**config.mk**
```make
export PLATFORM = sky130hd
export DESIGN_NAME = writebackStage
export DESIGN_NICKNAME = d
export VERILOG_FILES = /design/src/verilog/isaPkg.sv /design/src/verilog/pipePkg.sv /design/src/verilog/writebackStage.sv
export VERILOG_INCLUDE_DIRS = /design/src /design/src/verilog
export SDC_FILE = /design/constraint.sdc
export NUM_CORES = 2
export LEC_CHECK = 0
export ABC_CLOCK_PERIOD_IN_PS = 4700
export CORE_AREA = 2 2 502 504
export DETAILED_ROUTE_END_ITERATION = 10
export DIE_AREA = 0 0 504 506
export DONT_BUFFER_PORTS = 1
export MAX_ROUTING_LAYER = met4
export PLACE_DENSITY = 0.79
export SYNTH_ARGS = -nofsm -noshare
export SYNTH_HDL_FRONTEND = slang
export SYNTH_SLANG_ARGS = --single-unit
```
**constraint.sdc**
```tcl
create_clock -name clk -period 4.7 [get_ports clk]
set_input_delay 0.94 -clock clk [delete_from_list [all_inputs] [get_ports clk]]
set_output_delay 0.94 -clock clk [all_outputs]
set_load 0.02 [all_outputs]
```
**src/verilog/cpu_defines.svh**
```systemverilog
`ifndef CPU_DEFINES_SVH
`define CPU_DEFINES_SVH

// machine word width in bits
`define DATA_W 16

// architectural register count
`define REG_CNT 16

// memory depths in 16-bit words
`define IMEM_DEPTH 256
`define DMEM_DEPTH 256

`endif

```
**src/verilog/isaPkg.sv**
```systemverilog
`include "cpu_defines.svh"

package isaPkg;
	typedef logic [`DATA_W-1:0] dataT; // one machine word
	typedef logic [`DATA_W-1:0] pcT; // byte address, always even
	typedef logic [$clog2(`REG_CNT)-1:0] regIdxT; // register number
	typedef logic [3:0] shamtT; // shift distance from the rt field

	typedef enum logic [3:0] {
		opAdd = 4'h0,
		opSub = 4'h1,
		opXor = 4'h2,
		opSll = 4'h3,
		opSra = 4'h4,
		opLw  = 4'h8,
		opSw  = 4'h9,
		opLlb = 4'hA,
		opLhb = 4'hB,
		opB   = 4'hC,
		opHlt = 4'hF
	} opcodeT; // codes not listed here run as no-ops

	typedef enum logic [2:0] {
		condNe, condEq, condGt, condLt, condGe, condLe, condOvf, condAlways
	} condT; // ccc field of a branch

	typedef struct packed {
		logic z; // result was zero
		logic n; // result was negative
		logic v; // signed overflow
	} flagsT;
endpackage

```
**src/verilog/pipePkg.sv**
```systemverilog
package pipePkg;
	import isaPkg::*;

	typedef struct packed {
		dataT instr; // raw fetched word
		pcT   pcPlus2; // return point and branch base
		logic valid;
	} ifIdT;

	typedef struct packed {
		opcodeT op;
		regIdxT dest;
		regIdxT srcA; // rs, or rd for the byte loads
		regIdxT srcB; // rt, or rd for a store
		dataT   valA;
		dataT   valB;
		dataT   imm; // scaled offset or byte immediate
		shamtT  shamt;
		logic   we;
		logic   memRead;
		logic   memWrite;
		logic   valid;
	} idExT;

	typedef struct packed {
		dataT   result; // alu value or memory address
		dataT   storeData;
		regIdxT storeSrc; // lets writeback patch store data late
		regIdxT dest;
		opcodeT op;
		logic   we;
		logic   memRead;
		logic   memWrite;
		logic   valid;
	} exMemT;

	typedef struct packed {
		dataT   value; // alu or merged byte result
		dataT   loadWord;
		regIdxT dest;
		logic   we;
		logic   memRead;
		logic   isHalt;
		logic   valid;
	} memWbT;
endpackage

```
**src/verilog/writebackStage.sv**
```systemverilog
`timescale 1ns/1ps
`include "cpu_defines.svh"

module writebackStage
	import isaPkg::*, pipePkg::*;
(
	input  logic   clk,
	input  logic   arstN,
	input  exMemT  exMem,
	output logic   memFwdValid,
	output regIdxT memFwdAddr,
	output dataT   memFwdData,
	output logic   wbValid,
	output regIdxT wbAddr,
	output dataT   wbData,
	output logic   hlt
);
	localparam int dmemAw = $clog2(`DMEM_DEPTH);

	dataT  dmem [`DMEM_DEPTH]; // no clear, programs store before loading
	dataT  storeData;
	memWbT memWb;
	logic  wbHalt, hltQ;

	// loads are not ready until writeback
	assign memFwdValid = exMem.valid && exMem.we && !exMem.memRead;
	assign memFwdAddr  = exMem.dest;
	assign memFwdData  = exMem.result;

	// store data produced by the instruction now retiring
	assign storeData = (wbValid && wbAddr == exMem.storeSrc) ? wbData : exMem.storeData;

	always_ff @(posedge clk) begin
		if (exMem.valid && exMem.memWrite) dmem[exMem.result[dmemAw:1]] <= storeData;
	end

	always_ff @(posedge clk or negedge arstN) begin
		if (!arstN) begin
			memWb <= '0;
		end else begin
			memWb.value    <= exMem.result;
			memWb.loadWord <= dmem[exMem.result[dmemAw:1]];
			memWb.dest     <= exMem.dest;
			memWb.we       <= exMem.we;
			memWb.memRead  <= exMem.memRead;
			memWb.isHalt   <= exMem.op == opHlt;
			memWb.valid    <= exMem.valid;
		end
	end

	assign wbValid = memWb.valid && memWb.we;
	assign wbAddr  = memWb.dest;
	assign wbData  = memWb.memRead ? memWb.loadWord : memWb.value;

	assign wbHalt = memWb.valid && memWb.isHalt;

	always_ff @(posedge clk or negedge arstN) begin
		if (!arstN)      hltQ <= 1'b0;
		else if (wbHalt) hltQ <= 1'b1; // sticky until reset
	end

	assign hlt = hltQ || wbHalt; // high in the cycle the HLT retires
endmodule
```
# Yosys cells after proc, flatten, opt, wreduce, memory -nomap -nowiden
# Memories as Yosys holds them, arrays and structs flattened. A register that Yosys moved wholly into a read port is not among the register bits.
# Cells that the tools add are included.
[classes]
n_reduce_logical = 9
eq_ne = 2
multipliers = 0
add_sub_neg = 0
n_bitwise = 0
shift = 0
div_mod_pow = 0
magnitude_cmp = 0
mux = 4
[ops]
columns = ["operator", "n"]
rows = [
  ["$mux W16", 2],
  ["$logic_and A1 B1 Y1", 6],
  ["$eq A4 B4 Y1", 1],
  ["$eq A4 B4 Y1 const B", 1],
  ["$logic_not A1 Y1", 2],
  ["$mux W1", 2],
  ["$logic_or A1 B1 Y1", 1],
]
[totals]
elab_cells = 23
ramBits = 4096
n_memories = 1
latchBits = 0
out_inout_bits = 43
regBits = 25
mem_bits_ro = 0
inputBits = 50
[memory_table]
columns = ["name", "words", "width", "rd", "rd_clocked_by_memory_dff", "write_ports", "line_no", "text"]
rows = [
  ["dmem", 256, 16, 1, 1, 1, "writebackStage.sv:20", "dataT dmem [`DMEM_DEPTH];"],
]

# Depth between registers and ports, before layout
[depth]
ltp_word = 3
mapped_depth = 8

# Least setup slack after synthesis
# OpenSTA, ideal clock, no wires.
[synth_path]
path_type = "in2reg"
startpoint = "in exMem[13] (netlist bit)"
endpoint = "mem dmem[0][10] (netlist bit) (data pin)"
required_time_ns = 4.143
arrival_time_ns = 3.998
setup_slack_ns = 0.145
stages = 5
cell_sequence = "xor2_1 a2111oi_0 o2111ai_1 clkbuf_1 mux2_2"
[synth_between]
elab_chain_len = 3
[synth_lines]
columns = ["element", "line_no", "text"]
rows = [
  ["from (decl)", "writebackStage.sv:9", "input exMemT exMem,"],
  ["$eq A4 B4 Y1", "writebackStage.sv:31", "assign storeData = (wbValid && wbAddr == exMem.storeSrc) ? wbData : exMem.storeData;"],
  ["$logic_and A1 B1 Y1", "writebackStage.sv:31", ""],
  ["$mux W16", "writebackStage.sv:31", ""],
  ["named net storeData[10]", "writebackStage.sv:21", "dataT storeData;"],
  ["to (decl)", "writebackStage.sv:20", ""],
]
# The timed path passes the listed nets, and every way through them passes these cells.

==> flow_summary.yaml <==
run_status:
  status: "finished, final reports clean"
floorplanning:
  die_x_microns: 504
  rows: 184
  start_util_pct: 62.57
  io_pins: 93
  core-area_sq_mm: 0.2500
  die_h_microns: 506
  fp.dieArea_sq_mm: 0.2550
worst_setup_path:
  r2r_cells: 5
  path_class: "in2reg"
  start_kind: "primary input"
  path_max_fanout: 203
  end_kind: "flop"
  required_ns: 5.56
  critPathArrivalTime_ns: 5.47
logic_synthesis:
  avgSynthCellArea_sq_um: 23.00
  synthDominantCellAreaShare_pct: 78.63
  synth-seq-area-share_pct: 79.29
  yosysWarningCount: 0
  synth.largest_area_cell: "edfxtp_1"
  synth_seq_cells: 4137
  synthFlopType: "edfxtp_1"
  synth_fp_nets: 6851
  ys_async_sr_fraction_pct: 0.9911
  syn_area_sq_mm: 0.1564
  synthCells: 6801
  synth_edf_count: 4096
  netlist_top_cells_area: "edfxtp_1 79%, mux4_2 15%, a22oi_1 2.5%, a21oi_1 0.82%, clkbuf_1 0.66%"
  ys_types: 27
timing:
  fin_crit_sh_pct: 98.04
  setup_ws_ns: 0.09201
  setup-violations-final: 0
  maxSlewHeadroom_pct: 6.949
  finalClockSkew_ns: 0.07629
  worst_slew_pin_slew_ns: 1.396
  period_minus_slack_ns: 4.608
  finalHoldViolations: 0
  fmax_ghz: 0.2170
  final_max_slew_viol_count: 0
grt:
  grt_usage_pct: 35.65
  grt_pass1_wl_mm: 619.6
  grt-ovfl-total: 0
  grt_start_max_net_pins: 1031
  antenna_found_initial: 54
  grt_pass1_vias: 81879
routing:
  remaining_drc_errors: 0
  finalWirelength_mm: 453.3
  via_per_inst: 7.428
  dr.pass1.iters: 9
  drt_iter0_drc: 15780
  ant_nets: 0
  vias: 82389
  wire_per_inst_microns: 40.86
cts:
  cts_tree: "done"
  clockRootBuffer: "clkbuf_16"
  htreeDepth: 5
  post_cts_buffers: 0
  clk_latency_ns: 1.00
  cts_num_sinks: 4137
  cts.clk_slew.worst_paths_ns: 0.07
  clk_path_buf_depth: 4
  cts_buffers: 399
cells_and_area:
  ff_latch_area_sq_mm: 0.1240
  multi_input_comb_area_sq_mm: 0.03092
  area_growth_pct: 13.90
  fillers: 13053
  fin_area_sq_mm: 0.1782
  nets: 7413
  drive_above_1_share_pct: 29.00
place:
  place.gp.congestion: 0.8769
  hpwl_mm: 218.2
  post-place-ws_ns: -1.402
  placement.io_buffers: 0
  place_area_sq_mm: 0.1647
min_path:
  hold_path_depth: 1
  hold_class: "in2reg"
pwr:
  cellLeakagePower_uw: 0.05540
  p_per_area_mw_per_mm2: 430.3
  ir_drop_v: 0.0004889
  power_uw: 76660
flow_run:
  cap_violations: 0
-- power by group --
group / internal, uW / leakage (uW) / switching [uW]
clock network: 18300 / 0.00618 / 13800
logic: 1230 / 0.0119 / 2400
registers: 40700 / 0.0373 / 148
total: 60300 / 0.0554 / 16400
-- worst max-delay path: stages --
cell     delay (ns)
buf_16         0.64
buf_16         0.79
buf_16         0.55
mux4_2         0.43
a22oi_1        0.27
a21oi_1        0.19
o41ai_1        0.64
buf_4          0.26
nand4_1        0.09
-- repair_timing --
action,4_1_cts,5_1_grt
hold buffers,24,1
pin swaps,0,0
gates cloned,3,3
endpoints found under the setup margin,16,16
endpoints found under the hold margin,63,1
resized for setup,0,0
-- logic make-up (layout without fill, tap and decap cells) --
kind of cell,Yosys count,after routing,share of synthesized area (%)
AND/OR/NAND/NOR,330,330,0.8551
flip-flops,4137,4137,79.29
buffers and inverters,440,1297,1.220
multiplexers,1056,1056,14.97
XOR/XNOR,2,2,0.01120
AO/OA/AOI/OAI,836,836,3.655
other,0,86,0
-- layout by cell type, fill, tap and decap left out, types with 41 or more instances in the layout --
master        n
buf_12       91
nor2_1      258
buf_4       465
clkinv_1     70
diode_2      86
clkbuf_1     77
mux4_2     1024
a22oi_1     512
o41ai_1      53
clkbuf_16   408
bufinv_16    47
edfxtp_1   4096
dfrtp_1      41
clkinv_2     66
a21oi_1     256
-- state kept, by name, summed over array words and instances, names as in the netlist --
register,count
wbAddr,4
dmem,4096
memWb,36
hltQ,1
-- final timing paths --
| check | startpoint | end | slack (ns) |
|---|---|---|---|
| min in group asynchronous | arstN | wbAddr[1] | 0.44 |
| min reg2reg | hltQ | hltQ | 0.50 |
| max reg2reg | wbAddr[1] | dmem[191][6] | 0.55 |
| max in group asynchronous | arstN | memWb[9] | 3.90 |
| max | exMem[34] | memWb[11] | 0.09 |
| min | exMem[4] | memWb[1] | 0.13 |
-- layer usage --
metal	vias up	wire (microns)	track usage (%)
li1	30395	-	-
met1	42065	138600	44.58
met2	8159	215000	53.49
met3	1770	64810	9.525
met4	0	34880	20.55
met5	-	0	-
-- stage by stage --
stage | TNS, ns | hold WS [ns] | cells | utilization, %
global placement | -20.13 | 0.4428 | 10275 | 65.88
global route | -0.01130 | 0.1050 | 11078 | 71.25
finish | 0 | 0.1306 | 11092 | 71.26
floorplan | 0 | 0.4296 | 6801 | -
detailed placement | -20.86 | 0.4502 | 10275 | 65.88
CTS | 0 | 0.002964 | 10998 | 71.10
-- synthesized netlist by cell type (3+ instances only) --
cell,n
a21oi_1,256
nand2b_1,3
a22oi_1,512
o41ai_1,64
and2_1,3
nor2_1,260
nand3_1,4
nand4_1,16
buf_4,35
buf_2,100
buf_1,28
clkbuf_1,276
nand2_1,31
mux4_2,1024
dfrtp_1,41
edfxtp_1,4096
nor2b_1,7
mux2_2,32
-- final cells by class --
type / count / share of cell area (%)
diodes: 86 / 0.1208
clock buffers: 484 / 5.866
clock inverters: 212 / 1.263
inverters: 1 / 0.002107
multi-input cells: 2224 / 17.36
flip-flops and latches: 4137 / 69.61
well taps: 3348 / 2.351
repair buffers: 600 / 3.430
Power figures use the tool's default switching activity.
