File: config.mk
export PLATFORM = sky130hd
export DESIGN_NAME = fetchStage
export DESIGN_NICKNAME = d
export VERILOG_FILES = /design/src/verilog/isaPkg.sv /design/src/verilog/pipePkg.sv /design/src/verilog/fetchStage.sv
export VERILOG_INCLUDE_DIRS = /design/src /design/src/verilog
export SDC_FILE = /design/constraint.sdc
export NUM_CORES = 2
export LEC_CHECK = 0
export BUFFER_PORTS_ARGS = -buffer_cell sky130_fd_sc_hd__buf_4
export CAP_MARGIN = 20
export CORE_MARGIN = 2
export CORE_UTILIZATION = 33
export DETAILED_ROUTE_END_ITERATION = 12
export SLEW_MARGIN = 20
export SYNTH_ARGS = -nofsm -noshare
export SYNTH_HDL_FRONTEND = slang
export SYNTH_SLANG_ARGS = --single-unit
File: constraint.sdc
create_clock -name clk -period 7.61 [get_ports clk]
set_clock_uncertainty 0.2 [all_clocks]
set_input_delay 1.1415 -clock clk [delete_from_list [all_inputs] [get_ports clk]]
set_output_delay 1.1415 -clock clk [all_outputs]
set_load 0.02 [all_outputs]
File: src/verilog/cpu_defines.svh
`ifndef CPU_DEFINES_SVH
`define CPU_DEFINES_SVH

// machine word width in bits
`define DATA_W 16

// architectural register count
`define REG_CNT 16

// memory depths in 16-bit words
`define IMEM_DEPTH 256
`define DMEM_DEPTH 256

`endif

File: src/verilog/isaPkg.sv
`include "cpu_defines.svh"

package isaPkg;
	typedef logic [`DATA_W-1:0] dataT; // one machine word
	typedef logic [`DATA_W-1:0] pcT; // byte address, always even
	typedef logic [$clog2(`REG_CNT)-1:0] regIdxT; // register number
	typedef logic [3:0] shamtT; // shift distance from the rt field

	typedef enum logic [3:0] {
		opAdd = 4'h0,
		opSub = 4'h1,
		opXor = 4'h2,
		opSll = 4'h3,
		opSra = 4'h4,
		opLw  = 4'h8,
		opSw  = 4'h9,
		opLlb = 4'hA,
		opLhb = 4'hB,
		opB   = 4'hC,
		opHlt = 4'hF
	} opcodeT; // codes not listed here run as no-ops

	typedef enum logic [2:0] {
		condNe, condEq, condGt, condLt, condGe, condLe, condOvf, condAlways
	} condT; // ccc field of a branch

	typedef struct packed {
		logic z; // result was zero
		logic n; // result was negative
		logic v; // signed overflow
	} flagsT;
endpackage

File: src/verilog/pipePkg.sv
package pipePkg;
	import isaPkg::*;

	typedef struct packed {
		dataT instr; // raw fetched word
		pcT   pcPlus2; // return point and branch base
		logic valid;
	} ifIdT;

	typedef struct packed {
		opcodeT op;
		regIdxT dest;
		regIdxT srcA; // rs, or rd for the byte loads
		regIdxT srcB; // rt, or rd for a store
		dataT   valA;
		dataT   valB;
		dataT   imm; // scaled offset or byte immediate
		shamtT  shamt;
		logic   we;
		logic   memRead;
		logic   memWrite;
		logic   valid;
	} idExT;

	typedef struct packed {
		dataT   result; // alu value or memory address
		dataT   storeData;
		regIdxT storeSrc; // lets writeback patch store data late
		regIdxT dest;
		opcodeT op;
		logic   we;
		logic   memRead;
		logic   memWrite;
		logic   valid;
	} exMemT;

	typedef struct packed {
		dataT   value; // alu or merged byte result
		dataT   loadWord;
		regIdxT dest;
		logic   we;
		logic   memRead;
		logic   isHalt;
		logic   valid;
	} memWbT;
endpackage

File: src/verilog/fetchStage.sv
`timescale 1ns/1ps
`include "cpu_defines.svh"

module fetchStage
	import isaPkg::*, pipePkg::*;
(
	input  logic clk,
	input  logic arstN,
	input  logic imemWe, // program load strobe
	input  pcT   imemAddr,
	input  dataT imemData,
	input  logic branchTaken, // from decode
	input  pcT   branchTarget,
	output pcT   pc,
	output ifIdT ifId
);
	localparam int imemAw = $clog2(`IMEM_DEPTH);

	dataT imem [`IMEM_DEPTH]; // word organised, indexed by pc bits above bit 0
	dataT fetchWord;
	logic fetchHalt;
	pcT   pcNext;

	always_ff @(posedge clk) begin
		if (imemWe) imem[imemAddr[imemAw:1]] <= imemData; // loader port
	end

	assign fetchWord = imem[pc[imemAw:1]]; // combinational read
	assign fetchHalt = opcodeT'(fetchWord[15:12]) == opHlt;

	// branch beats halt so a flushed HLT releases the freeze
	assign pcNext = branchTaken ? branchTarget : fetchHalt ? pc : pc + pcT'(2);

	always_ff @(posedge clk or negedge arstN) begin
		if (!arstN) begin
			pc   <= '0;
			ifId <= '0;
		end else begin
			pc           <= pcNext;
			ifId.instr   <= fetchWord;
			ifId.pcPlus2 <= pc + pcT'(2);
			ifId.valid   <= !branchTaken; // squash the slot behind a taken branch
		end
	end
endmodule

## After elaboration in Yosys (flattened, before gate mapping)

Memory sizes are Yosys's and may differ from the RTL's.
Cells that the tools add are included.

| storage, ports and cells | value |
|---|---|
| RAM bits | 4096 |
| memories kept | 1 |
| flip-flop bits (word level) | 49 |

| cells by class | value |
|---|---|
| eq/ne operators | 2 |
| add/sub/neg operators | 1 |
| reductions and logical operators | 1 |
| muxes and demuxes | 4 |

Memories:

| memory | depth | bits a word | rd ports | clocked after Yosys merged registers in | write ports | RTL line | text |
|---|---|---|---|---|---|---|---|
| imem | 256 | 16 | 1 | 0 | 1 | fetchStage.sv:19 | `` dataT imem [`IMEM_DEPTH]; `` |

Operators with widths:

| cell | count |
|---|---|
| $mux 16 | 2 |
| $add 16x2->16 const B | 1 |
| $eq 4x4->1 const B | 1 |
| $mux 1 | 2 |
| $ne 2x2->1 const B | 1 |
| $logic_not 1->1 | 1 |

## Longest topological paths before layout

An unclocked memory read counts as a cell.

| logic depth | value |
|---|---|
| word-level depth | 4 |
| mapped depth | 17 |
| mapped depth without buffers | 10 |

## Worst setup path after synthesis

OpenSTA, ideal clock, no wires.

| timing | value |
|---|---|
| path type | register to register |
| from | register pc[1] |
| to | register ifId[17] (netlist name) |
| data required time | 7273 ps |
| data arrival time | 3532 ps |
| cell stages (with the launch flop) | 15 |
| slack | 3741 ps |
| period minus slack after synthesis | 3869 ps |
| buffers on the path | 8 |
| cell sequence | dfrtp_1 buf_6 buf_6 buf_6 buf_6 buf_6 buf_6 buf_2 buf_2 mux4_2 mux4_2 mux2i_1 a21oi_1 a211oi_1 a21oi_1 |

| between the ends | value |
|---|---|
| longest elaborated chain between the ends | 1 |

RTL lines:

| element | RTL line | text |
|---|---|---|
| start: declaration | fetchStage.sv:14 | `output pcT pc,` |
| start signal: assignment | fetchStage.sv:39 | `pc <= pcNext;` |
| $mem_v2 256x16 | n/a |  |
| named net fetchWord[0] | fetchStage.sv:20 | `dataT fetchWord;` |
| end: declaration | fetchStage.sv:15 | `output ifIdT ifId` |

The timed path passes the listed nets, and every way through them passes these cells.
A chain may end at the register's enable or synchronous reset.

## Worst setup path in the final report

| timing | value |
|---|---|
| from | register pc[1] |
| to | register pc[13] |

| between the ends | value |
|---|---|
| longest elaborated chain between the ends | 3 |
| elaborated cells on any way between the ends | 6 |
| those cells by class | 1 x add/sub; 2 x eq/ne; 2 x mux; 1 x memory |

RTL lines:

| element | RTL line | text |
|---|---|---|
| $mem_v2 256x16 | n/a |  |
| named net fetchWord[15] | fetchStage.sv:20 |  |
| $eq 4x4->1 | fetchStage.sv:29 | `assign fetchHalt = opcodeT'(fetchWord[15:12]) == opHlt;` |
| $ne 2x2->1 (no source line) | n/a |  |

The timed path passes the listed nets, and every way through them passes these cells. The select of a mux whose other input is x is not followed.

==> impl_metrics.yaml <==
timing:
  slew_headroom: 0.1655
  fmax_mhz: 179.6
  rsz0062_at_grt: "no"
  tightest_slew_ns: 1.249
  setup_viol: 0
  slew_viol_final: 0
  hold_viol: 0
  period_share: 0.7316
  finalSetupTns_ns: 0
  fin_crit_ns: 5.567
floorplanning:
  ios: 101
  dieArea_um2: 488600
  die_height_um: 699.0
  start_util: 0.3309
  placementRows: 255
  core_area_um2: 481800
  die_w_um: 699.0
power:
  p_seq_frac: 0.421
  p_clk_frac: 0.329
  power_density_nw_per_um2: 332.3
  switching_share: 0.2956
  p_leak_uw: 0.05644
  p_int_uw: 42920
  p_comb_frac: 0.250
  switchingPower_uw: 18010
  vdd_ir_drop_max_uv: 283.4
cts:
  clockBufferDepth: 4
  cts.clk_slew.worst_paths_ns: 0.06
  post-cts-setup-buffers: 0
  numCtsBuffers: 407
  clock_latency_ns: 0.96
  cts_tree: "built"
  numClockSinks: 4145
  cts.repair.resized: 0
  cts.htree.levels: 5
  cts_hold_buf: 0
  root_buffer: "clkbuf_16"
logic_synthesis:
  yosysWarnings: 0
  ys_types: 64
  synth_edf_count: 4096
  synth_fp_nets: 6808
  ys_seq_elements: 4145
  synth_top_flop_cell: "edfxtp_1"
  synth_top_area_share: 0.7716
  synth.avg_cell_area_um2: 23.60
  async_reset_ff_frac: 0.01182
  ys_seq_area_frac: 0.7793
  yosysTopAreaCell: "edfxtp_1"
  synth_area_leaders: "edfxtp_1 77%, mux4_2 17%, mux2i_1 1.2%, dfrtp_1 0.77%, nor2_1 0.69%"
  synth_cells: 6755
  synth_area_um2: 159400
global_routing:
  grt_pass1_wl_um: 580900
  grt_max_degree: 181
  grt_pass1_vias: 75695
  overflow: 0
  grt_use_total: 0.1657
  antenna_found_initial: 38
critical_path:
  critPathArrivalTime_ns: 6.16
  cp_max_fo: 41
  cp.required_ns: 8.21
  critPathKind: "flop to flop"
  max_stage_delay_ns: 0.81
  cp-start-kind: "flop"
  endpoint_kind: "flop"
  path_buf_inv: 3
  cp_cell_sequence: "buf_16, buf_12, buf_12, mux4_2, mux2i_1, o22ai_1, a2111oi_1, a22oi_1, a32o_1, nand3_1, o21ba_2, o21ai_0, o21ai_0"
  critPathTopFamily: "compound AO/OA/AOI/OAI gates"
  cp_slowest_cell: "dfrtp_4"
routing:
  routed_via_density: 5.295
  wl_um: 414100
  drc: 0
  first_pass_iters: 6
  wl_per_cell_um: 29.48
  drtIter0Drc: 9424
  postRouteAntennaNets: 0
  vias: 74372
cells_and_area:
  postLayoutCellArea_um2: 183300
  fin_cells: 14046
  areaGrowthSynthToFinish_pct: 15.02
  regArea_um2: 124200
  multi_input_area_um2: 33620
  drive_above_1_share: 0.3215
  fin_nets: 7314
  postLayoutCoreUtil: 0.3805
  filler_cell_count: 42732
placement:
  dp_cells: 13273
  place_hpwl_um: 247900
  place.gp.congestion: 0.8749
  dpl-instance-area_um2: 169900
  port_buffers: 92
flow_run:
  drv_cap: 0
status:
  outcome: "finished, final reports clean"
worst_hold_path:
  worst_hold_path_type: "input pin to async pin"
state kept, by name, indices dropped and copies added, names as in the netlist:
signal	flops
imem	4096
ifId	33
pc	16
power by group through the flow:
stage / Combinational (uW) / Sequential (uW) / Clock (uW)
2_1_floorplan: 9200 / 25900 / 0
3_3_place_gp: 15100 / 26200 / 0
3_5_place_dp: 15300 / 26100 / 0
4_1_cts: 15300 / 25700 / 20400
5_1_grt: 15800 / 25700 / 21200
6_report: 15200 / 25700 / 20000
cell type report:
type	instances	share of cell area
diodes	18	0.0002457
clock buffers	503	0.05865
clock inverters	248	0.01369
inverters	8	0.0002047
multi-input cells	2216	0.1834
flip-flops and latches	4145	0.6777
well taps	6425	0.04385
repair buffers	483	0.02226
cells in the mapped netlist (4+ instances only):
master	count
a2111oi_0	7
a211oi_1	31
a21oi_1	50
a221oi_1	11
a22oi_1	62
and2_1	21
and3_1	4
buf_1	31
buf_2	149
buf_4	36
buf_6	31
buf_8	6
clkbuf_1	133
dfrtp_1	49
edfxtp_1	4096
inv_1	5
mux2_2	26
mux2i_1	190
mux4_2	1182
nand2_1	95
nand2b_1	7
nand3_1	35
nand4_1	17
nor2_1	293
nor2b_1	25
nor3_1	14
nor4_1	6
o21ai_0	49
o21ai_1	8
o221ai_1	7
o22ai_1	19
or2_2	4
xnor2_1	9
xor2_1	4
path summary, 6_finish.rpt:
kind	start	endpoint	slack (ns)	depth (start not counted)
worst max register to register	pc[1]	pc[13]	2.04	13
worst min register to register	pc[0]	ifId[1]	0.22	0
max in group asynchronous	arstN	pc[3]	6.52	1
worst max-delay path	pc[1]	pc[13]	2.04	13
min in group clk	pc[0]	ifId[1]	0.22	0
worst min-delay path	arstN	ifId[16]	0.05	1
layout by cell type (no fill, tap or decap), types with 20 or more instances in the layout:
master / instances
edfxtp_1: 4096
mux4_2: 1182
buf_4: 437
clkbuf_16: 413
mux2i_1: 188
nor2_1: 149
nor2_2: 125
clkinv_1: 96
nand2_1: 94
clkbuf_1: 82
clkinv_2: 71
a22oi_1: 62
a21oi_1: 50
o21ai_0: 48
dfrtp_1: 43
bufinv_16: 42
a211oi_1: 29
mux2_2: 26
nand3_1: 25
buf_12: 23
nor2b_1: 22
and2_1: 21
clkbuf_8: 20
through the flow:
| stage | total power (uW) | hold WS [ns] | worst slack, ns |
|---|---|---|---|
| finish | 60930 | 0.04689 | 2.043 |
| CTS | 61300 | 0.02120 | 2.013 |
| global placement | 41280 | 0.1873 | 1.738 |
| detailed placement | 41400 | 0.2124 | 2.042 |
| floorplan | 35120 | 0.3088 | 3.741 |
| global route | 62640 | 0.06916 | 1.894 |
layer usage:
| metal | share of wire | global-route usage | vias up |
|---|---|---|---|
| li1 | - | - | 29990 |
| met1 | 0.40 | 0.2248 | 40775 |
| met2 | 0.48 | 0.2714 | 3008 |
| met3 | 0.082 | 0.03166 | 587 |
| met4 | 0.031 | 0.05067 | 12 |
| met5 | 0.00019 | 0 | - |
cell families after synthesis:
logic type / count (synthesis) / synth area share
flip-flops: 4145 / 0.7793
multiplexers: 1398 / 0.1808
AND/OR/NAND/NOR: 535 / 0.01466
buffers and inverters: 394 / 0.01318
AO/OA/AOI/OAI: 269 / 0.01125
XOR/XNOR: 13 / 0.0007143
adder cells (fa/ha/maj): 1 / 0.00007848
Note: power is estimated with default switching activity, not from simulation.
