<file path="src/verilog/cpu_defines.svh">
`ifndef CPU_DEFINES_SVH
`define CPU_DEFINES_SVH

// machine word width in bits
`define DATA_W 16

// architectural register count
`define REG_CNT 16

// memory depths in 16-bit words
`define IMEM_DEPTH 256
`define DMEM_DEPTH 256

`endif

</file>
<file path="src/verilog/isaPkg.sv">
`include "cpu_defines.svh"

package isaPkg;
	typedef logic [`DATA_W-1:0] dataT; // one machine word
	typedef logic [`DATA_W-1:0] pcT; // byte address, always even
	typedef logic [$clog2(`REG_CNT)-1:0] regIdxT; // register number
	typedef logic [3:0] shamtT; // shift distance from the rt field

	typedef enum logic [3:0] {
		opAdd = 4'h0,
		opSub = 4'h1,
		opXor = 4'h2,
		opSll = 4'h3,
		opSra = 4'h4,
		opLw  = 4'h8,
		opSw  = 4'h9,
		opLlb = 4'hA,
		opLhb = 4'hB,
		opB   = 4'hC,
		opHlt = 4'hF
	} opcodeT; // codes not listed here run as no-ops

	typedef enum logic [2:0] {
		condNe, condEq, condGt, condLt, condGe, condLe, condOvf, condAlways
	} condT; // ccc field of a branch

	typedef struct packed {
		logic z; // result was zero
		logic n; // result was negative
		logic v; // signed overflow
	} flagsT;
endpackage

</file>
<file path="src/verilog/pipePkg.sv">
package pipePkg;
	import isaPkg::*;

	typedef struct packed {
		dataT instr; // raw fetched word
		pcT   pcPlus2; // return point and branch base
		logic valid;
	} ifIdT;

	typedef struct packed {
		opcodeT op;
		regIdxT dest;
		regIdxT srcA; // rs, or rd for the byte loads
		regIdxT srcB; // rt, or rd for a store
		dataT   valA;
		dataT   valB;
		dataT   imm; // scaled offset or byte immediate
		shamtT  shamt;
		logic   we;
		logic   memRead;
		logic   memWrite;
		logic   valid;
	} idExT;

	typedef struct packed {
		dataT   result; // alu value or memory address
		dataT   storeData;
		regIdxT storeSrc; // lets writeback patch store data late
		regIdxT dest;
		opcodeT op;
		logic   we;
		logic   memRead;
		logic   memWrite;
		logic   valid;
	} exMemT;

	typedef struct packed {
		dataT   value; // alu or merged byte result
		dataT   loadWord;
		regIdxT dest;
		logic   we;
		logic   memRead;
		logic   isHalt;
		logic   valid;
	} memWbT;
endpackage

</file>
<file path="src/verilog/decodeStage.sv">
`timescale 1ns/1ps
`include "cpu_defines.svh"

module decodeStage
	import isaPkg::*, pipePkg::*;
(
	input  logic   clk,
	input  logic   arstN,
	input  ifIdT   ifId,
	input  flagsT  exFlags, // flags being produced in execute right now
	input  flagsT  exFlagsChange,
	input  logic   wbValid,
	input  regIdxT wbAddr,
	input  dataT   wbData,
	output idExT   idEx,
	output logic   branchTaken,
	output pcT     branchTarget
);
	opcodeT op;
	regIdxT rd, rs, rt;
	condT   cond;
	dataT   regs [`REG_CNT];
	flagsT  flagQ, flagCur;
	logic   condMet;
	idExT   idExNext;

	assign op   = opcodeT'(ifId.instr[15:12]);
	assign rd   = ifId.instr[11:8];
	assign rs   = ifId.instr[7:4];
	assign rt   = ifId.instr[3:0];
	assign cond = condT'(ifId.instr[11:9]);

	// r0 reads zero and a same-cycle writeback passes straight through
	function automatic dataT readReg(regIdxT idx);
		if (idx == '0) return '0;
		if (wbValid && wbAddr == idx) return wbData;
		return regs[idx];
	endfunction

	always_ff @(posedge clk or negedge arstN) begin
		if (!arstN) begin
			for (int i = 0; i < `REG_CNT; i++) regs[i] <= '0;
		end else if (wbValid) begin
			regs[wbAddr] <= wbData;
		end
	end

	always_ff @(posedge clk or negedge arstN) begin
		if (!arstN) begin
			flagQ <= '0;
		end else begin
			if (exFlagsChange.z) flagQ.z <= exFlags.z; // each flag has its own enable
			if (exFlagsChange.n) flagQ.n <= exFlags.n;
			if (exFlagsChange.v) flagQ.v <= exFlags.v;
		end
	end

	assign flagCur.z = exFlagsChange.z ? exFlags.z : flagQ.z; // bypass from execute
	assign flagCur.n = exFlagsChange.n ? exFlags.n : flagQ.n;
	assign flagCur.v = exFlagsChange.v ? exFlags.v : flagQ.v;

	always_comb begin
		case (cond)
			condNe:  condMet = !flagCur.z;
			condEq:  condMet = flagCur.z;
			condGt:  condMet = !flagCur.z && !flagCur.n;
			condLt:  condMet = flagCur.n;
			condGe:  condMet = flagCur.z || !flagCur.n;
			condLe:  condMet = flagCur.z || flagCur.n;
			condOvf: condMet = flagCur.v;
			default: condMet = 1'b1; // always
		endcase
	end

	assign branchTaken  = ifId.valid && op == opB && condMet;
	assign branchTarget = ifId.pcPlus2 + {{(`DATA_W-10){ifId.instr[8]}}, ifId.instr[8:0], 1'b0};

	always_comb begin
		idExNext       = '0;
		idExNext.op    = op;
		idExNext.dest  = rd;
		idExNext.srcA  = rs;
		idExNext.srcB  = rt;
		idExNext.shamt = rt; // shifts take rt as a distance
		idExNext.valid = ifId.valid;
		case (op)
			opAdd, opSub, opXor, opSll, opSra: idExNext.we = 1'b1;
			opLw: begin
				idExNext.we      = 1'b1;
				idExNext.memRead = 1'b1;
				idExNext.imm     = {{(`DATA_W-5){rt[3]}}, rt, 1'b0}; // word offset
			end
			opSw: begin
				idExNext.memWrite = 1'b1;
				idExNext.srcB     = rd; // rd holds the data to store
				idExNext.imm      = {{(`DATA_W-5){rt[3]}}, rt, 1'b0};
			end
			opLlb, opLhb: begin
				idExNext.we   = 1'b1;
				idExNext.srcA = rd; // merge keeps the other byte of rd
				idExNext.imm  = {{(`DATA_W-8){1'b0}}, ifId.instr[7:0]};
			end
			default: ; // branch, halt and unused codes write nothing
		endcase
		idExNext.we   = idExNext.we && rd != '0; // writes to r0 vanish here
		idExNext.valA = readReg(idExNext.srcA);
		idExNext.valB = readReg(idExNext.srcB);
	end

	always_ff @(posedge clk or negedge arstN) begin
		if (!arstN) idEx <= '0;
		else        idEx <= idExNext;
	end
endmodule

</file>
<file path="config.mk">
export PLATFORM = sky130hd
export DESIGN_NAME = decodeStage
export DESIGN_NICKNAME = d
export VERILOG_FILES = /design/src/verilog/isaPkg.sv /design/src/verilog/pipePkg.sv /design/src/verilog/decodeStage.sv
export VERILOG_INCLUDE_DIRS = /design/src /design/src/verilog
export SDC_FILE = /design/constraint.sdc
export NUM_CORES = 1
export LEC_CHECK = 0
export BUFFER_PORTS_ARGS = -buffer_cell sky130_fd_sc_hd__buf_2
export CORE_MARGIN = 3
export CORE_UTILIZATION = 40
export CTS_BUF_LIST = sky130_fd_sc_hd__clkbuf_16
export DETAILED_ROUTE_END_ITERATION = 10
export PLACE_DENSITY_LB_ADDON = 0.15
export SLEW_MARGIN = 40
export SYNTH_ARGS = -nofsm -noshare
export SYNTH_HDL_FRONTEND = slang
export SYNTH_SLANG_ARGS = --single-unit
export TNS_END_PERCENT = 5
</file>
<file path="constraint.sdc">
create_clock -name clk -period 2.15 [get_ports clk]
set_input_delay 0.1075 -clock clk [delete_from_list [all_inputs] [get_ports clk]]
set_output_delay 0.1075 -clock clk [all_outputs]
set_load 0.02 [all_outputs]
</file>
; Word-level counts from Yosys, hierarchy flattened
; Cells that the tools add are included.
[op_classes]
n_addsub = 1
magnitude_cmp = 4
eq_ne = 17
n_mux = 33
n_bitwise = 3
reduce_logical = 19
[ops]
columns = cell, count
row1 = 256-bit bitwise mux, 1
row2 = 16-bit two-way mux, 13
row3 = 16-bit binary-select mux with 4-bit select, 2
row4 = 16-bit demux with 4-bit select, 1
row5 = 16-bit case mux with 2 select lines, 1
row6 = 4-bit == test (second input constant), 5
row7 = 16-bit adder, 1
row8 = 5-bit greater-or-equal comparator (second input constant), 3
row9 = 4-bit inverter with 5-bit output, 3
row10 = 4-bit logical NOT, 3
row11 = 1-bit two-way mux, 12
row12 = 3-bit == test (second input constant), 3
row13 = 4-bit by 2-bit == test with 1-bit output (second input constant), 2
row14 = 4-bit == test, 2
row15 = 4-bit two-way mux, 2
row16 = 8-bit OR reduction, 1
row17 = 1-bit logical AND, 7
row18 = 1-bit case mux with 7 select lines, 1
row19 = 3-bit by 2-bit == test with 1-bit output (second input constant), 2
row20 = 5-bit by 1-bit less-than comparator with 1-bit output (second input constant), 1
row21 = 4-bit by 1-bit == test with 1-bit output (second input constant), 1
row22 = 4-bit by 3-bit == test with 1-bit output (second input constant), 1
row23 = 4-bit nonzero test, 1
row24 = 2-bit OR reduction, 2
row25 = 4 further kinds, 6
[word_totals]
regBits = 331
in_bits = 62
output_inout_bits = 89
word_cells = 108

; Logic depth before layout (Yosys ltp)
[depth]
ltp_word = 9
ltp_mapped = 12
ltp_nobuf = 8

; Least setup slack after synthesis
; No wires, ideal clock.
[synth_timing]
path_type = in2out
start = input port ifId[2] in the netlist's numbering
end = output port branchTarget[15]
t_arrival_ps = 2261
required_ps = 2043
slack_ps = -219
cell_stages = 8
n_path_buf = 0
cell_sequence = ha_1 > fa_1 > a21o_1 > a221o_1 > a2111oi_0 > o31ai_1 > a21oi_1 > xnor2_1
[synth_between]
elab_chain_len = 1
[synth_lines]
columns = element, line_no
row1 = "start, declared", decodeStage.sv:9  ; input ifIdT ifId,
row2 = 16-bit adder, decodeStage.sv:76  ; assign branchTarget = ifId.pcPlus2 + {{(`DATA_W-10){ifId.instr[8]}}, ifId.instr[8:0], 1'b0};
row3 = "end, declared", decodeStage.sv:17  ; output pcT branchTarget
; Every way passes these cells.

; Worst setup path after layout
; Ends and elaborated chain as after synthesis.

==> results.yml <==
outcome:
  status: "finished with violations"
  violations: "negative setup slack"
floorplanning:
  die_w_um: 214
  core-area_um2: 42300
  ios: 151
  initial_core_util_pct: 40.8
  die_y_um: 214
  core.rowCount: 75
  dieArea_um2: 45700
routing:
  vias: 14500
  drtPass1Iterations: 6
  totalWireLength_um: 59800
  drt-vias-per-instance: 5.89
  route.detailed.drc: 0
  drt-initial-drc-count: 1445
  routedWlPerCell_um: 24.2
  ant_nets: 0
hold_path:
  hold_class: "in2async"
sta:
  relSlewSlack_pct: 56.2
  min_period_over_period_pct: 106
  setup-violations-final: 1
  timing.fmax_ghz: 0.441
  slew_viol_final: 0
  fin_ws_ps: -120
  layout_min_cycle_time_ps: 2270
  skew_ps: 16.6
  worst_pin_slew_ps: 641
  rsz0062_at_grt: "true"
  hold_viol: 0
power_and_ir_drop:
  power.leakage_nw: 9.70
  ir_drop_uv: 686
  p_per_area_nw_per_um2: 898
finish:
  design_area_um2: 21600
  finish.utilization_pct: 51.1
  syn_to_final_growth_pct: 25.4
  nNetsFinal: 1941
  drive_gt1_share_pct: 35.5
  fillCellCount: 3835
synth:
  synthFlopType: "dfrtp_1"
  ys_ff_latch: 324
  synth_cell_types: 60
  syn_area_per_cell_um2: 10.7
  synth_area_um2: 17300
  synth_nets: 1694
  netlist_instances: 1617
  synthArstFlopShare_pct: 100
  ys_seq_area_share_pct: 47.0
  synth_edf_count: 0
  ys_warn_count: 0
critical_path:
  rrSetupSlack_ps: 510
  crit_type: "in2out"
  max_stage_delay_ps: 360
  critPathLaunch: "ifId[2]"
  reg2reg_from: "regs[94]"
  cp_slowest_cell: "a2111oi_4"
  cp_max_fo: 2
  critical_path_arrival_ps: 2160
  cp_cell_sequence: "buf_8 > ha_4 > fa_2 > a21o_1 > a221o_1 > a2111oi_4 > o31ai_2 > a21oi_2 > xnor2_2 > buf_4"
  worstPathRequired_ps: 2040
  cp-end-kind: "output port"
  cp-start-kind: "input port"
clock_network:
  clk_pin_slew_ps: 50
  clockRootBuffer: "clkbuf_16"
  cts.sinks: 324
  cts_tree: "built"
  cts_buffer_depth: 3
  htreeDepth: 2
  clock_latency_ps: 560
  numCtsBuffers: 39
global_routing:
  antenna_found_initial: 4
  grt_max_degree: 84
  grt_pass1_vias: 14500
  overflow: 0
  grt_pass1_wl_um: 89200
  grt_usage_pct: 25.9
placement:
  postPlaceCellArea_um2: 20000
  place_hpwl_um: 38400
  portBuffers: 148
  gp_congestion: 0.897
job:
  drv_cap: 0
## report_power, final
part	total (mW)	internal, mW	switching (mW)
Clock	6.21	3.60	2.61
Combinational	4.88	2.37	2.51
Sequential	8.35	7.40	0.956
Total	19.4	13.4	6.08
## sequential cells by signal (all words and copies together) (netlist names)
name	flops
idEx	65
flagQ	3
regs	256
## final timing paths
| check | endpoint | cells after the start |
|---|---|---|
| max | branchTarget[15] | 10 |
| min | regs[216] | 2 |
| max reg2reg | idEx[54] | 6 |
| min reg2reg | regs[180] | 1 |
| max in group asynchronous | regs[36] | 3 |
| min in group clk | idEx[28] | 3 |
## cell usage in the layout, fill, tap and decap left out, types with 5 or more instances in the layout
cell             n
buf_2          141
xnor2_1         16
a21o_1           9
o221ai_1        31
clkbuf_16       42
clkinv_1        10
dfrtp_1        324
nand2b_1         5
buf_4          119
xor2_1           7
mux4_2          15
a21oi_1         55
a221oi_1        15
o21ai_0         13
nand3_1         52
mux2i_1         61
a311oi_1        16
nand2_1        324
buf_12          46
a32oi_1         59
dlygate4sd3_1   28
nor2_2           7
nor2_1          30
a211oi_1        35
mux2_2         258
a31oi_1         17
or3_1            6
inv_1           34
o21ai_1         12
ha_1            13
## worst max-delay path: cells and delay by family
family                   cells  cell delay [ps]
buffers and inverters        2              250
XOR/XNOR                     1              120
adder cells (fa/ha/maj)      2              490
AO/OA/AOI/OAI                5             1180
## cell usage after synthesis, types with 9 or more instances
master	count	area, um^2
a211oi_1	35	263
a21o_1	9	67.6
a21oi_1	57	285
a221oi_1	15	131
a311oi_1	16	140
a31oi_1	18	113
a32oi_1	61	534
buf_1	16	60.1
buf_2	13	65.1
buf_4	11	82.6
clkbuf_1	88	330
dfrtp_1	324	8110
ha_1	14	175
inv_1	26	97.6
mux2_2	258	2910
mux2i_1	63	631
mux4_2	15	338
nand2_1	324	1220
nand3_1	52	260
nor2_1	37	139
o21ai_0	14	70.1
o21ai_1	11	55.1
o221ai_1	33	289
xnor2_1	17	149
## routing by layer
layer  up-vias  wire length (um)  GRT usage [%]  share of wire, %
met5         -                42              0             0.070
met4         6              2690           11.2               4.5
met3       170              4890           4.86               8.2
met2       662             27200           41.0                45
met1      7293             25000           35.2                42
li1       6401                 -              -                 -
## area by class of cell
class,count,area [um^2],share of cell area (%)
antenna,1,2.50,0.0116
clock buffer,40,1000,4.62
clock inverter,28,188,0.867
inverter,32,125,0.578
multi-input combinational,1124,8540,39.5
sequential,324,8110,37.5
tap,577,722,3.34
timing repair buffer,343,2960,13.7
## logic make-up after synthesis
kind of cell / count (synthesis) / synth area share [%]
adder cells (fa/ha/maj): 15 / 1.13
XOR/XNOR: 24 / 1.22
AO/OA/AOI/OAI: 292 / 12.4
flip-flops: 324 / 47.0
buffers and inverters: 169 / 4.52
multiplexers: 338 / 22.6
AND/OR/NAND/NOR: 455 / 11.2
## through the flow
| step | worst slack [ps] | hold WS [ps] | cells | power (mW) | TNS, ps |
|---|---|---|---|---|---|
| floorplan | -89.4 | -188 | 1617 | 11.2 | -1300 |
| finish | -120 | 27.3 | 2469 | 19.4 | -120 |
| detailed placement | -363 | 19.4 | 2368 | 13.2 | -5410 |
| CTS | -243 | 1.35 | 2464 | 19.5 | -2500 |
| global placement | -394 | 13.8 | 2368 | 13.0 | -4870 |
| global route | -241 | 43.6 | 2468 | 20.4 | -479 |
## what timing repair did
action	CTS	global route
endpoints found under the hold margin	356	2
buffers inserted	0	1
pin swaps	5	11
gates resized for setup	12	19
cloned	0	2
hold buffers	28	1
endpoints found under the setup margin	3	25
Power figures use the tool's default switching activity.
